<file path="config.mk">
export PLATFORM = sky130hd
export DESIGN_NAME = video_capture_top
export DESIGN_NICKNAME = d
export VERILOG_FILES = /design/src/verilog/video_pkg.sv /design/src/verilog/video_capture_top.sv /design/src/verilog/command_decoder.sv /design/src/verilog/frame_writer.sv /design/src/verilog/video_sampler.sv /design/src/verilog/sync_fifo.sv
export SDC_FILE = /design/constraint.sdc
export NUM_CORES = 1
export LEC_CHECK = 0
export BUFFER_PORTS_ARGS = -buffer_cell sky130_fd_sc_hd__buf_2
export CAP_MARGIN = 20
export CORE_MARGIN = 3
export CORE_UTILIZATION = 60
export DETAILED_ROUTE_END_ITERATION = 16
export GPL_ROUTABILITY_DRIVEN = 0
export PLACE_DENSITY = 0.75
export REMOVE_ABC_BUFFERS = 1
export SLEW_MARGIN = 30
export SYNTH_ARGS = -nofsm -noshare
export SYNTH_HDL_FRONTEND = slang
export SYNTH_SLANG_ARGS = --single-unit
</file>
<file path="constraint.sdc">
create_clock -name sys_clk -period 7.45 [get_ports sys_clk]
set_input_delay 1.49 -clock sys_clk [delete_from_list [all_inputs] [get_ports sys_clk]]
set_output_delay 1.49 -clock sys_clk [all_outputs]
set_load 0.03 [all_outputs]
</file>
<file path="src/verilog/video_pkg.sv">
// shared pixel, word, memory-write and command types plus sizing constants for the capture path
package video_pkg;

    // pixels per memory word and decimation step
    localparam int PIX_PER_WORD = 4;
    localparam int DECIM        = 4;

    // word address width of the write port
    localparam int ADDR_W = 20;

    // frame base word addresses, one region per camera
    localparam logic [ADDR_W-1:0] CH0_BASE = 20'h00000;
    localparam logic [ADDR_W-1:0] CH1_BASE = 20'h40000;

    // words buffered in each sampler
    localparam int FIFO_DEPTH = 8;

    // command port ctrl codes
    localparam logic [3:0] CMD_FOCUS  = 4'hF;
    localparam logic [3:0] CMD_ROTATE = 4'h3;

    // angle shown when the image is flipped
    localparam logic [8:0] ANGLE_FLIP = 9'd180;

    // one rgb565 pixel
    typedef logic [15:0] pix_t;

    // camera input, one pixel per cycle while de is high
    typedef struct packed {
        logic vsync;
        logic de;
        pix_t pix;
    } video_in_t;

    // four pixels, first kept pixel in the low 16 bits
    typedef logic [PIX_PER_WORD*16-1:0] pix_word_t;

    // addressed word on the memory write port
    typedef struct packed {
        logic [ADDR_W-1:0] addr;
        pix_word_t         data;
    } mem_wr_t;

    // command port, valid while flag is high
    typedef struct packed {
        logic       flag;
        logic [3:0] ctrl;
        logic [3:0] value;
    } cmd_t;

endpackage
</file>
<file path="src/verilog/video_capture_top.sv">
// capture top level, two camera samplers feeding the frame writer plus the command decoder
`timescale 1ns/100ps

module video_capture_top (
    input  logic                  sys_clk,
    input  logic                  sys_rst,
    input  video_pkg::video_in_t  cam0,
    input  video_pkg::video_in_t  cam1,
    input  video_pkg::cmd_t       cmd,
    output video_pkg::mem_wr_t    mem_wr,
    output logic                  mem_valid,
    input  logic                  mem_ready,
    output logic                  overflow0,
    output logic                  overflow1,
    output logic [2:0]            channel_index,
    output logic [8:0]            angle_num
);

    video_pkg::pix_word_t word0;
    video_pkg::pix_word_t word1;
    logic                 valid0;
    logic                 valid1;
    logic                 ready0;
    logic                 ready1;

    // camera 0, written at CH0_BASE
    video_sampler i_sampler0 (
        .sys_clk    (sys_clk),
        .sys_rst    (sys_rst),
        .video      (cam0),
        .word       (word0),
        .word_valid (valid0),
        .word_ready (ready0),
        .overflow   (overflow0)
    );

    // camera 1, written at CH1_BASE
    video_sampler i_sampler1 (
        .sys_clk    (sys_clk),
        .sys_rst    (sys_rst),
        .video      (cam1),
        .word       (word1),
        .word_valid (valid1),
        .word_ready (ready1),
        .overflow   (overflow1)
    );

    frame_writer i_frame_writer (
        .sys_clk   (sys_clk),
        .sys_rst   (sys_rst),
        .word0     (word0),
        .word1     (word1),
        .valid0    (valid0),
        .valid1    (valid1),
        .ready0    (ready0),
        .ready1    (ready1),
        .vsync0    (cam0.vsync),
        .vsync1    (cam1.vsync),
        .mem_wr    (mem_wr),
        .mem_valid (mem_valid),
        .mem_ready (mem_ready)
    );

    command_decoder i_command_decoder (
        .sys_clk       (sys_clk),
        .sys_rst       (sys_rst),
        .cmd           (cmd),
        .channel_index (channel_index),
        .angle_num     (angle_num)
    );

endmodule

</file>
<file path="src/verilog/command_decoder.sv">
// decodes the command port into the focus-channel and rotation-angle display registers
`timescale 1ns/100ps

module command_decoder (
    input  logic              sys_clk,
    input  logic              sys_rst,
    input  video_pkg::cmd_t   cmd,
    output logic [2:0]        channel_index,
    output logic [8:0]        angle_num
);

    // command captured in the cycle its flag is high
    video_pkg::cmd_t cmd_q;

    always_ff @(posedge sys_clk or negedge sys_rst) begin
        if (!sys_rst) begin
            cmd_q <= '0;
        end else begin
            cmd_q <= cmd;
        end
    end

    always_ff @(posedge sys_clk or negedge sys_rst) begin
        if (!sys_rst) begin
            channel_index <= 3'd0;
            angle_num     <= 9'd0;
        end else if (cmd_q.flag) begin
            // focus value zero keeps the current channel
            if (cmd_q.ctrl == video_pkg::CMD_FOCUS && cmd_q.value != 4'd0) begin
                channel_index <= cmd_q.value[2:0];
            end
            if (cmd_q.ctrl == video_pkg::CMD_ROTATE) begin
                if (cmd_q.value == 4'd1) begin
                    angle_num <= video_pkg::ANGLE_FLIP;
                end else if (cmd_q.value == 4'd0) begin
                    angle_num <= 9'd0;
                end
            end
        end
    end

endmodule

</file>
<file path="src/verilog/frame_writer.sv">
// round-robin merge of the two camera word streams into one addressed memory write port
`timescale 1ns/100ps

module frame_writer (
    input  logic                  sys_clk,
    input  logic                  sys_rst,
    input  video_pkg::pix_word_t  word0,
    input  video_pkg::pix_word_t  word1,
    input  logic                  valid0,
    input  logic                  valid1,
    output logic                  ready0,
    output logic                  ready1,
    input  logic                  vsync0,
    input  logic                  vsync1,
    output video_pkg::mem_wr_t    mem_wr,
    output logic                  mem_valid,
    input  logic                  mem_ready
);

    logic [1:0]                   vsync_d;
    logic [1:0]                   vsync_rise;
    logic [video_pkg::ADDR_W-1:0] word_cnt [2];
    // high when channel 1 got the last grant
    logic                         last_sel;
    logic                         load_ok;
    logic                         sel1;
    logic [1:0]                   served;
    logic                         take;
    video_pkg::mem_wr_t           next_wr;

    assign vsync_rise = {vsync1, vsync0} & ~vsync_d;

    // output register free, or emptied in this same cycle
    assign load_ok = !mem_valid || mem_ready;

    // on a tie the channel not served last goes first
    assign sel1   = valid1 && (!valid0 || !last_sel);
    assign ready0 = load_ok && valid0 && !sel1;
    assign ready1 = load_ok && sel1;
    assign served = {ready1, ready0};
    assign take   = |served;

    always_comb begin
        if (sel1) begin
            next_wr.addr = video_pkg::CH1_BASE + word_cnt[1];
            next_wr.data = word1;
        end else begin
            next_wr.addr = video_pkg::CH0_BASE + word_cnt[0];
            next_wr.data = word0;
        end
    end

    always_ff @(posedge sys_clk or negedge sys_rst) begin
        if (!sys_rst) begin
            vsync_d   <= 2'b00;
            mem_valid <= 1'b0;
            last_sel  <= 1'b0;
            for (int i = 0; i < 2; i++) begin
                word_cnt[i] <= '0;
            end
        end else begin
            vsync_d <= {vsync1, vsync0};
            if (load_ok) begin
                mem_valid <= take;
            end
            if (take) begin
                last_sel <= sel1;
            end
            // new frame restarts the word index of that channel
            for (int i = 0; i < 2; i++) begin
                if (vsync_rise[i]) begin
                    word_cnt[i] <= '0;
                end else if (served[i]) begin
                    word_cnt[i] <= word_cnt[i] + 1'b1;
                end
            end
        end
    end

    // held while mem_valid waits for mem_ready
    always_ff @(posedge sys_clk) begin
        if (take) begin
            mem_wr <= next_wr;
        end
    end

endmodule

</file>
<file path="src/verilog/video_sampler.sv">
// per-camera 1/16 decimation, packing of kept pixels into words and word queue toward the writer
`timescale 1ns/100ps

module video_sampler (
    input  logic                  sys_clk,
    input  logic                  sys_rst,
    input  video_pkg::video_in_t  video,
    output video_pkg::pix_word_t  word,
    output logic                  word_valid,
    input  logic                  word_ready,
    output logic                  overflow
);

    logic                                        vsync_d;
    logic                                        de_d;
    logic                                        vsync_rise;
    logic                                        de_fall;
    logic [$clog2(video_pkg::DECIM)-1:0]         pix_cnt;
    logic [$clog2(video_pkg::DECIM)-1:0]         line_cnt;
    logic [$clog2(video_pkg::PIX_PER_WORD)-1:0]  kept_cnt;
    logic                                        keep;
    video_pkg::pix_word_t                        pack;
    logic                                        word_done;
    logic                                        fifo_full;
    logic                                        fifo_empty;

    assign vsync_rise = video.vsync && !vsync_d;
    assign de_fall    = de_d && !video.de;

    // first pixel of every DECIM-th line and every DECIM-th pixel within it
    assign keep = video.de && (pix_cnt == 0) && (line_cnt == 0);

    always_ff @(posedge sys_clk or negedge sys_rst) begin
        if (!sys_rst) begin
            vsync_d   <= 1'b0;
            de_d      <= 1'b0;
            pix_cnt   <= '0;
            line_cnt  <= '0;
            kept_cnt  <= '0;
            word_done <= 1'b0;
            overflow  <= 1'b0;
        end else begin
            vsync_d   <= video.vsync;
            de_d      <= video.de;
            word_done <= 1'b0;
            if (!video.de || pix_cnt == video_pkg::DECIM - 1) begin
                pix_cnt <= '0;
            end else begin
                pix_cnt <= pix_cnt + 1'b1;
            end
            if (vsync_rise) begin
                line_cnt <= '0;
            end else if (de_fall) begin
                line_cnt <= (line_cnt == video_pkg::DECIM - 1) ? '0 : line_cnt + 1'b1;
            end
            // a partial group is dropped when a new frame starts
            if (vsync_rise) begin
                kept_cnt <= '0;
            end else if (keep) begin
                if (kept_cnt == video_pkg::PIX_PER_WORD - 1) begin
                    kept_cnt  <= '0;
                    word_done <= 1'b1;
                end else begin
                    kept_cnt <= kept_cnt + 1'b1;
                end
            end
            if (word_done && fifo_full) begin
                overflow <= 1'b1;
            end
        end
    end

    // shift in from the top so the oldest pixel ends up lowest
    always_ff @(posedge sys_clk) begin
        if (keep) begin
            pack <= {video.pix, pack[$bits(video_pkg::pix_word_t)-1:$bits(video_pkg::pix_t)]};
        end
    end

    sync_fifo #(
        .payload_t (video_pkg::pix_word_t),
        .depth     (video_pkg::FIFO_DEPTH)
    ) i_word_fifo (
        .sys_clk   (sys_clk),
        .sys_rst   (sys_rst),
        .push      (word_done),
        .push_data (pack),
        .full      (fifo_full),
        .pop       (word_ready),
        .pop_data  (word),
        .empty     (fifo_empty)
    );

    assign word_valid = !fifo_empty;

endmodule

</file>
<file path="src/verilog/sync_fifo.sv">
// single-clock first-word-fall-through FIFO, payload type chosen per instance
`timescale 1ns/100ps

module sync_fifo #(
    parameter type payload_t = logic,
    parameter int  depth     = 8
) (
    input  logic     sys_clk,
    input  logic     sys_rst,
    input  logic     push,
    input  payload_t push_data,
    output logic     full,
    input  logic     pop,
    output payload_t pop_data,
    output logic     empty
);

    payload_t                     mem [depth];
    logic [$clog2(depth)-1:0]     wr_ptr;
    logic [$clog2(depth)-1:0]     rd_ptr;
    logic [$clog2(depth+1)-1:0]   count;
    logic                         do_push;
    logic                         do_pop;

    assign do_push  = push && !full;
    assign do_pop   = pop && !empty;
    assign full     = (count == depth);
    assign empty    = (count == 0);
    assign pop_data = mem[rd_ptr];

    always_ff @(posedge sys_clk) begin
        if (do_push) begin
            mem[wr_ptr] <= push_data;
        end
    end

    // pointers wrap at depth, so depth need not be a power of two
    always_ff @(posedge sys_clk or negedge sys_rst) begin
        if (!sys_rst) begin
            wr_ptr <= '0;
            rd_ptr <= '0;
            count  <= '0;
        end else begin
            if (do_push) begin
                wr_ptr <= (wr_ptr == depth - 1) ? '0 : wr_ptr + 1'b1;
            end
            if (do_pop) begin
                rd_ptr <= (rd_ptr == depth - 1) ? '0 : rd_ptr + 1'b1;
            end
            if (do_push && !do_pop) begin
                count <= count + 1'b1;
            end else if (do_pop && !do_push) begin
                count <= count - 1'b1;
            end
        end
    end

endmodule

</file>
Word-level counts from Yosys, hierarchy flattened
Memories as Yosys holds them, arrays and structs flattened.
Cells that the tools add are included.
- order comparisons: 0
- eq/ne operators: 15
- div/mod/pow operators: 0
- multiply operators: 0
- add/subtract/negate cells: 17
- reductions and logical operators: 62
- shift-type cells: 0
- bitwise logic cells: 2
- multiplexer cells: 39
- operators with widths (kind ; number):
    $mux 84 ; 1
    $mux 20 ; 4
    $add 20x1->20 const B ; 2
    $mux 2 ; 14
    $logic_and 1x1->1 ; 23
    $add 19x20->20 const A ; 1
    $mux 9 ; 2
    $reduce_bool 2->1 ; 9
    $mux 4 ; 4
    $logic_not 1->1 ; 15
    $add 2x1->2 const B ; 6
    $add 3x1->3 const B ; 4
    $eq 2x2->1 const B ; 6
    $eq 3x3->1 const B ; 4
    $eq 4x4->1 const B ; 3
    $logic_not 4->1 ; 3
    $mux 3 ; 4
    $mux 1 ; 10
    $add 4x1->4 const B ; 2
    $logic_not 2->1 ; 4
    $sub 4x1->4 const B ; 2
    $eq 4x1->1 const B ; 1
    $eq 4x2->1 const B ; 1
    $logic_or 1x1->1 ; 4
    other kinds (6) ; 6
- memory bits (read-only): 0
- flip-flop bits (word level): 317
- latch bits: 0
- memories kept: 2
- RAM bits: 1024
- word-level logic and storage cells: 171
- memory list (memory ; depth ; width ; rd ports ; clocked after Yosys merged registers in ; wr ports ; RTL line ; source):
    i_sampler0.i_word_fifo.mem ; 8 ; 64 ; 1 ; 0 ; 1 ; sync_fifo.sv:18 ; payload_t mem [depth];
    i_sampler1.i_word_fifo.mem ; 8 ; 64 ; 1 ; 0 ; 1 ; sync_fifo.sv:18 ;

Depth between registers and ports, before layout
- depth in word-level cells: 9
- mapped depth: 10
- depth with buffers taken out: 10

Modules after synthesis
From an unflattened synthesis, not the netlist that was laid out.
- cell total of the unflattened synthesis: 2442
- area total of the unflattened synthesis: 50853.8 um^2
- modules (own cells, without submodules) (module ; seq. area each (um^2) ; instances ; cells an instance ; area an instance (um^2)):
    sync_fifo (i_sampler1.i_word_fifo) ; 15625.0 ; 1 ; 806 ; 19870.3
    sync_fifo (i_sampler0.i_word_fifo) ; 15625.0 ; 1 ; 804 ; 19866.6
    frame_writer ; 3623.5 ; 1 ; 596 ; 5879.4
    video_sampler ; 2172.1 ; 2 ; 102 ; 2378.5
    command_decoder ; 325.3 ; 1 ; 32 ; 480.5

Least setup slack after synthesis
OpenSTA, ideal clock, no wires.
- kind: flip-flop to flip-flop
- start: register i_sampler0.i_word_fifo.count[0]
- end: memory i_sampler0.i_word_fifo.mem[0][0] in the netlist's numbering, enable pin
- setup slack: 1.532 ns
- required time: 6.885 ns
- stages on the path, launching flop included: 6
- period minus slack after synthesis: 5.918 ns
- data arrival time: 5.353 ns
- cell sequence: dfrtp_1 nor3_1 a21bo_2 inv_1 nand2b_1 nor3_1
- word-level cells in the longest chain between the ends: 5
- RTL lines (item ; RTL line ; source):
    start, declared ; sync_fifo.sv:21 ; logic [$clog2(depth+1)-1:0] count;
    start signal, assigned ; sync_fifo.sv:51 ; count <= count + 1'b1;
    start signal, assigned ; sync_fifo.sv:53 ; count <= count - 1'b1;
    $eq 4x4->1 ; sync_fifo.sv:27 ; assign full = (count == depth);
    $logic_not 1->1 ; sync_fifo.sv:25 ; assign do_push = push && !full;
    $logic_and 1x1->1 ; sync_fifo.sv:25 ;
    via i_sampler0.i_word_fifo.do_push ; sync_fifo.sv:22 ; logic do_push;
    $mux 1 ; sync_fifo.sv:32 ; if (do_push) begin
    $mux 1 (not written as such) ; sync_fifo.sv:33 ; mem[wr_ptr] <= push_data;
    end, declared ; sync_fifo.sv:18 ;
The timed path passes the listed nets, and every way through them passes these cells.

Final worst setup path
- start: register i_sampler0.i_word_fifo.count[0]
- end: register i_frame_writer.mem_wr[6] (netlist name)
- word-level cells in the longest chain between the ends: 6
- elaborated cells between the ends (all ways): 9
- RTL lines (item ; RTL line ; source):
    $logic_not 4->1 (*) ; sync_fifo.sv:28 ; assign empty = (count == 0);
    $logic_or 1x1->1 ; frame_writer.sv:37 ; assign sel1 = valid1 && (!valid0 || !last_sel);
    $logic_and 1x1->1 ; frame_writer.sv:37 ;
    $logic_not 1->1 ; frame_writer.sv:38 ; assign ready0 = load_ok && valid0 && !sel1;
    $logic_and 1x1->1 ; frame_writer.sv:38 ;
    $reduce_or 2->1 (*) ; frame_writer.sv:41 ; assign take = |served;
    via i_frame_writer.take ; frame_writer.sv:28 ; logic take;
Mark *: on every way through the listed nets, which the timed path passes. The rest lies on a longest branch.
A chain may end at the register's enable or synchronous reset.

==> impl_metrics.yaml <==
status:
  status: "finished clean"
die:
  rows: 105
  io_pins: 147
  die_x_um: 295
  fp.coreArea_mm2: 0.0824
  die_h_um: 295
  fp.dieArea_mm2: 0.0870
  start_util: 0.608
layout:
  fin_area_mm2: 0.0561
  area_delta_synth_final_pct: 12.0
  diodes: 0
  layout.cells.non_filler: 3712
  fin_nets: 2614
  drive_above_1_share: 0.254
critical_path:
  rr_endpoint: "i_frame_writer.mem_wr[6]"
  crit_fanout: 47
  crit_chain: "o41ai_2 > nand3_1 > nand2_4 > buf_4"
  reg2reg_depth: 4
  reg2reg_slack_ns: 3.61
  worst-setup-path-type: "flip-flop to flip-flop"
  end_kind: "flip-flop"
  cp.arrival_ns: 4.14
  cp_slowest_cell: "nand2_4"
  r2r_start: "i_sampler0.i_word_fifo.count[0]"
  startpoint_type: "flip-flop"
  cp_data_required_time_ns: 7.75
  slowest_delay_ns: 0.82
yosys:
  yosysMostFrequentCell: "edfxtp_1"
  synth-edff-count: 1236
  synthTopCellsByCount: "edfxtp_1 (1236), mux4_2 (256), a21oi_1 (101)"
  yosysSeqAreaShare: 0.789
  yosys.area.top_type: "edfxtp_1"
  synth_top_area_frac: 0.741
  synth.area.top_cells: "edfxtp_1 (74%), mux4_2 (12%), dfrtp_1 (4.7%)"
  syn_avg_cell_area_um2: 21.4
  syn_inst: 2345
  syn_area_mm2: 0.0501
  async_flop_share: 0.0714
  ys_ff_latch: 1331
  synth_cell_type_count: 47
  synth-main-ff-cell: "edfxtp_1"
  yosysWarnings: 0
sta:
  slew_headroom: 0.344
  hold_violations: 0
  rsz0062_at_grt: "false"
  min_period_ns: 3.84
  min_period_over_period: 0.516
  clock-skew-final_ns: 0.0282
  finalSetupViolCount: 0
  setup_tns_ns: 0
  worst_pin_slew_ns: 0.984
  drv_slew: 0
  fmax_ghz: 0.260
global_route:
  track_usage: 0.245
  grt_overflow_total: 0
  antenna_found_initial: 1
  grt_pass1_wl_um: 157000
  grt_max_degree: 89
  grt_pass1_vias: 24718
clocking:
  clock_latency_ns: 0.70
  htreeDepth: 3
  cts_tree: "built"
  cts_setup_buffers: 0
  clkSlewWorstSetupHoldPaths_ns: 0.06
  cts_made_buffers: 121
  cts.sinks: 1331
  postCtsHoldBufs: 0
  ctsResizeCount: 0
  clockBufferDepth: 3
  root_buffer: "clkbuf_16"
power:
  ir_worst_vdd_mv: 0.339
  power.density_mw_per_mm2: 358
  p_leak_nw: 18.4
routing:
  drt_wl_total_um: 104000
  vias: 23745
  first_pass_iters: 6
  viasPerCell: 6.40
  postRouteAntennaNets: 0
  drtIter0Drc: 2205
  wire_per_inst_um: 28.0
  drc: 0
hold_path:
  worstHoldStart: "i_sampler0.overflow"
  min_to: "i_sampler0.overflow"
  hp-class: "flip-flop to flip-flop"
  min_path_cells: 1
place:
  io_buffers: 141
  detailed_place.area_mm2: 0.0521
  dp_hpwl_um: 52400
  placed_cells: 3483
run:
  maxCapViolations: 0
==> cell families (layout without fill, tap and decap cells) <==
logic type	after synthesis	in the layout	share of synthesized area
compound gates	226	226	0.0277
mux	350	350	0.134
other cells	1	5	0.0000749
fa+ha+maj	28	28	0.00730
buf+inv	139	432	0.0114
flops	1331	1331	0.789
xor+xnor	13	13	0.00227
simple gates	257	257	0.0282
==> placed cells by master, fill, tap and decap left out, drive strengths merged, types with 3 or more instances in the layout <==
cell,instances
edfxtp,1236
xnor2,10
and4,4
nand3,18
xor2,3
nor3b,3
nand2,41
or4,20
mux2,23
nor2,41
buf,182
a211oi,64
o21ai,30
nor2b,69
mux4,256
nand2b,12
nand4,8
clkinvlp,5
a21o,4
conb,5
o31ai,15
inv,28
dfrtp,95
or3,15
clkbuf,149
nor3,13
nor4,5
a21oi,101
clkinv,57
bufinv,11
ha,26
mux2i,71
and3,4
==> stage by stage <==
step	worst slack (ns)	power, mW	hold WS (ns)	util
after CTS	3.43	20.2	0.469	0.680
after global routing	3.38	20.9	0.479	0.681
after global placement	3.22	14.0	0.447	0.633
after detailed placement	3.13	14.2	0.457	0.633
final	3.61	20.1	0.467	0.681
after floorplan	0.944	13.2	0.435	-
==> critical path, delay by kind of cell, from the launching register on <==
family	cells	cell delay, ns
DFF	1	0.48
and+or+nand+nor	2	1.42
buffers and inverters	1	0.77
AOI/OAI and AO/OA	1	0.74
==> report_power, final <==
group / internal, mW / switching, mW / total, mW / leakage (nW)
registers: 8.81 / 0.662 / 9.47 / 12.5
clock network: 3.40 / 2.65 / 6.05 / 1.90
logic: 2.00 / 2.56 / 4.56 / 4.02
total: 14.2 / 5.87 / 20.1 / 18.4
==> sequential cells by signal, indices dropped and copies added, names as in the netlist, 4 cells and up <==
name and count:
i_sampler0.i_word_fifo.count 4, i_sampler0.i_word_fifo.mem 512, i_frame_writer.word_cnt 40, i_sampler0.pack 64, i_sampler1.i_word_fifo.count 4, i_command_decoder.cmd_q 9, i_frame_writer.mem_wr 84, i_sampler1.i_word_fifo.mem 512
i_sampler1.pack 64
==> worst max path at each step <==
stage                                startpoint                   endpoint  slack [ns]  cells past startpoint
2_1_floorplan  i_sampler1.i_word_fifo.rd_ptr[0]   i_frame_writer.mem_wr[0]        0.94                      4
3_3_place_gp                          mem_ready  i_frame_writer.mem_wr[45]        3.22                      5
3_5_place_dp                          mem_ready  i_frame_writer.mem_wr[61]        3.13                      5
4_1_cts         i_sampler0.i_word_fifo.count[0]   i_frame_writer.mem_wr[6]        3.43                      4
5_1_grt         i_sampler0.i_word_fifo.count[0]   i_frame_writer.mem_wr[6]        3.38                      4
6_report        i_sampler0.i_word_fifo.count[0]   i_frame_writer.mem_wr[6]        3.61                      4
==> area by class of cell <==
type | instances | area (um^2)
Clock buffer | 149 | 3150
Clock inverter | 78 | 749
Fill cell | 4935 | 26300
Inverter | 23 | 91.3
Multi-Input combinational cell | 879 | 10200
Sequential cell | 1331 | 39500
Tap cell | 1070 | 1340
Timing Repair Buffer | 182 | 1080
==> layer usage <==
layer	GRT usage	routed length, um	up-vias
met4	0.0685	2720	0
met1	0.338	40100	12469
met3	0.0480	8200	195
met5	0	0	-
met2	0.410	52800	1046
li1	-	-	10035
Note: power is estimated with default switching activity, not from simulation.
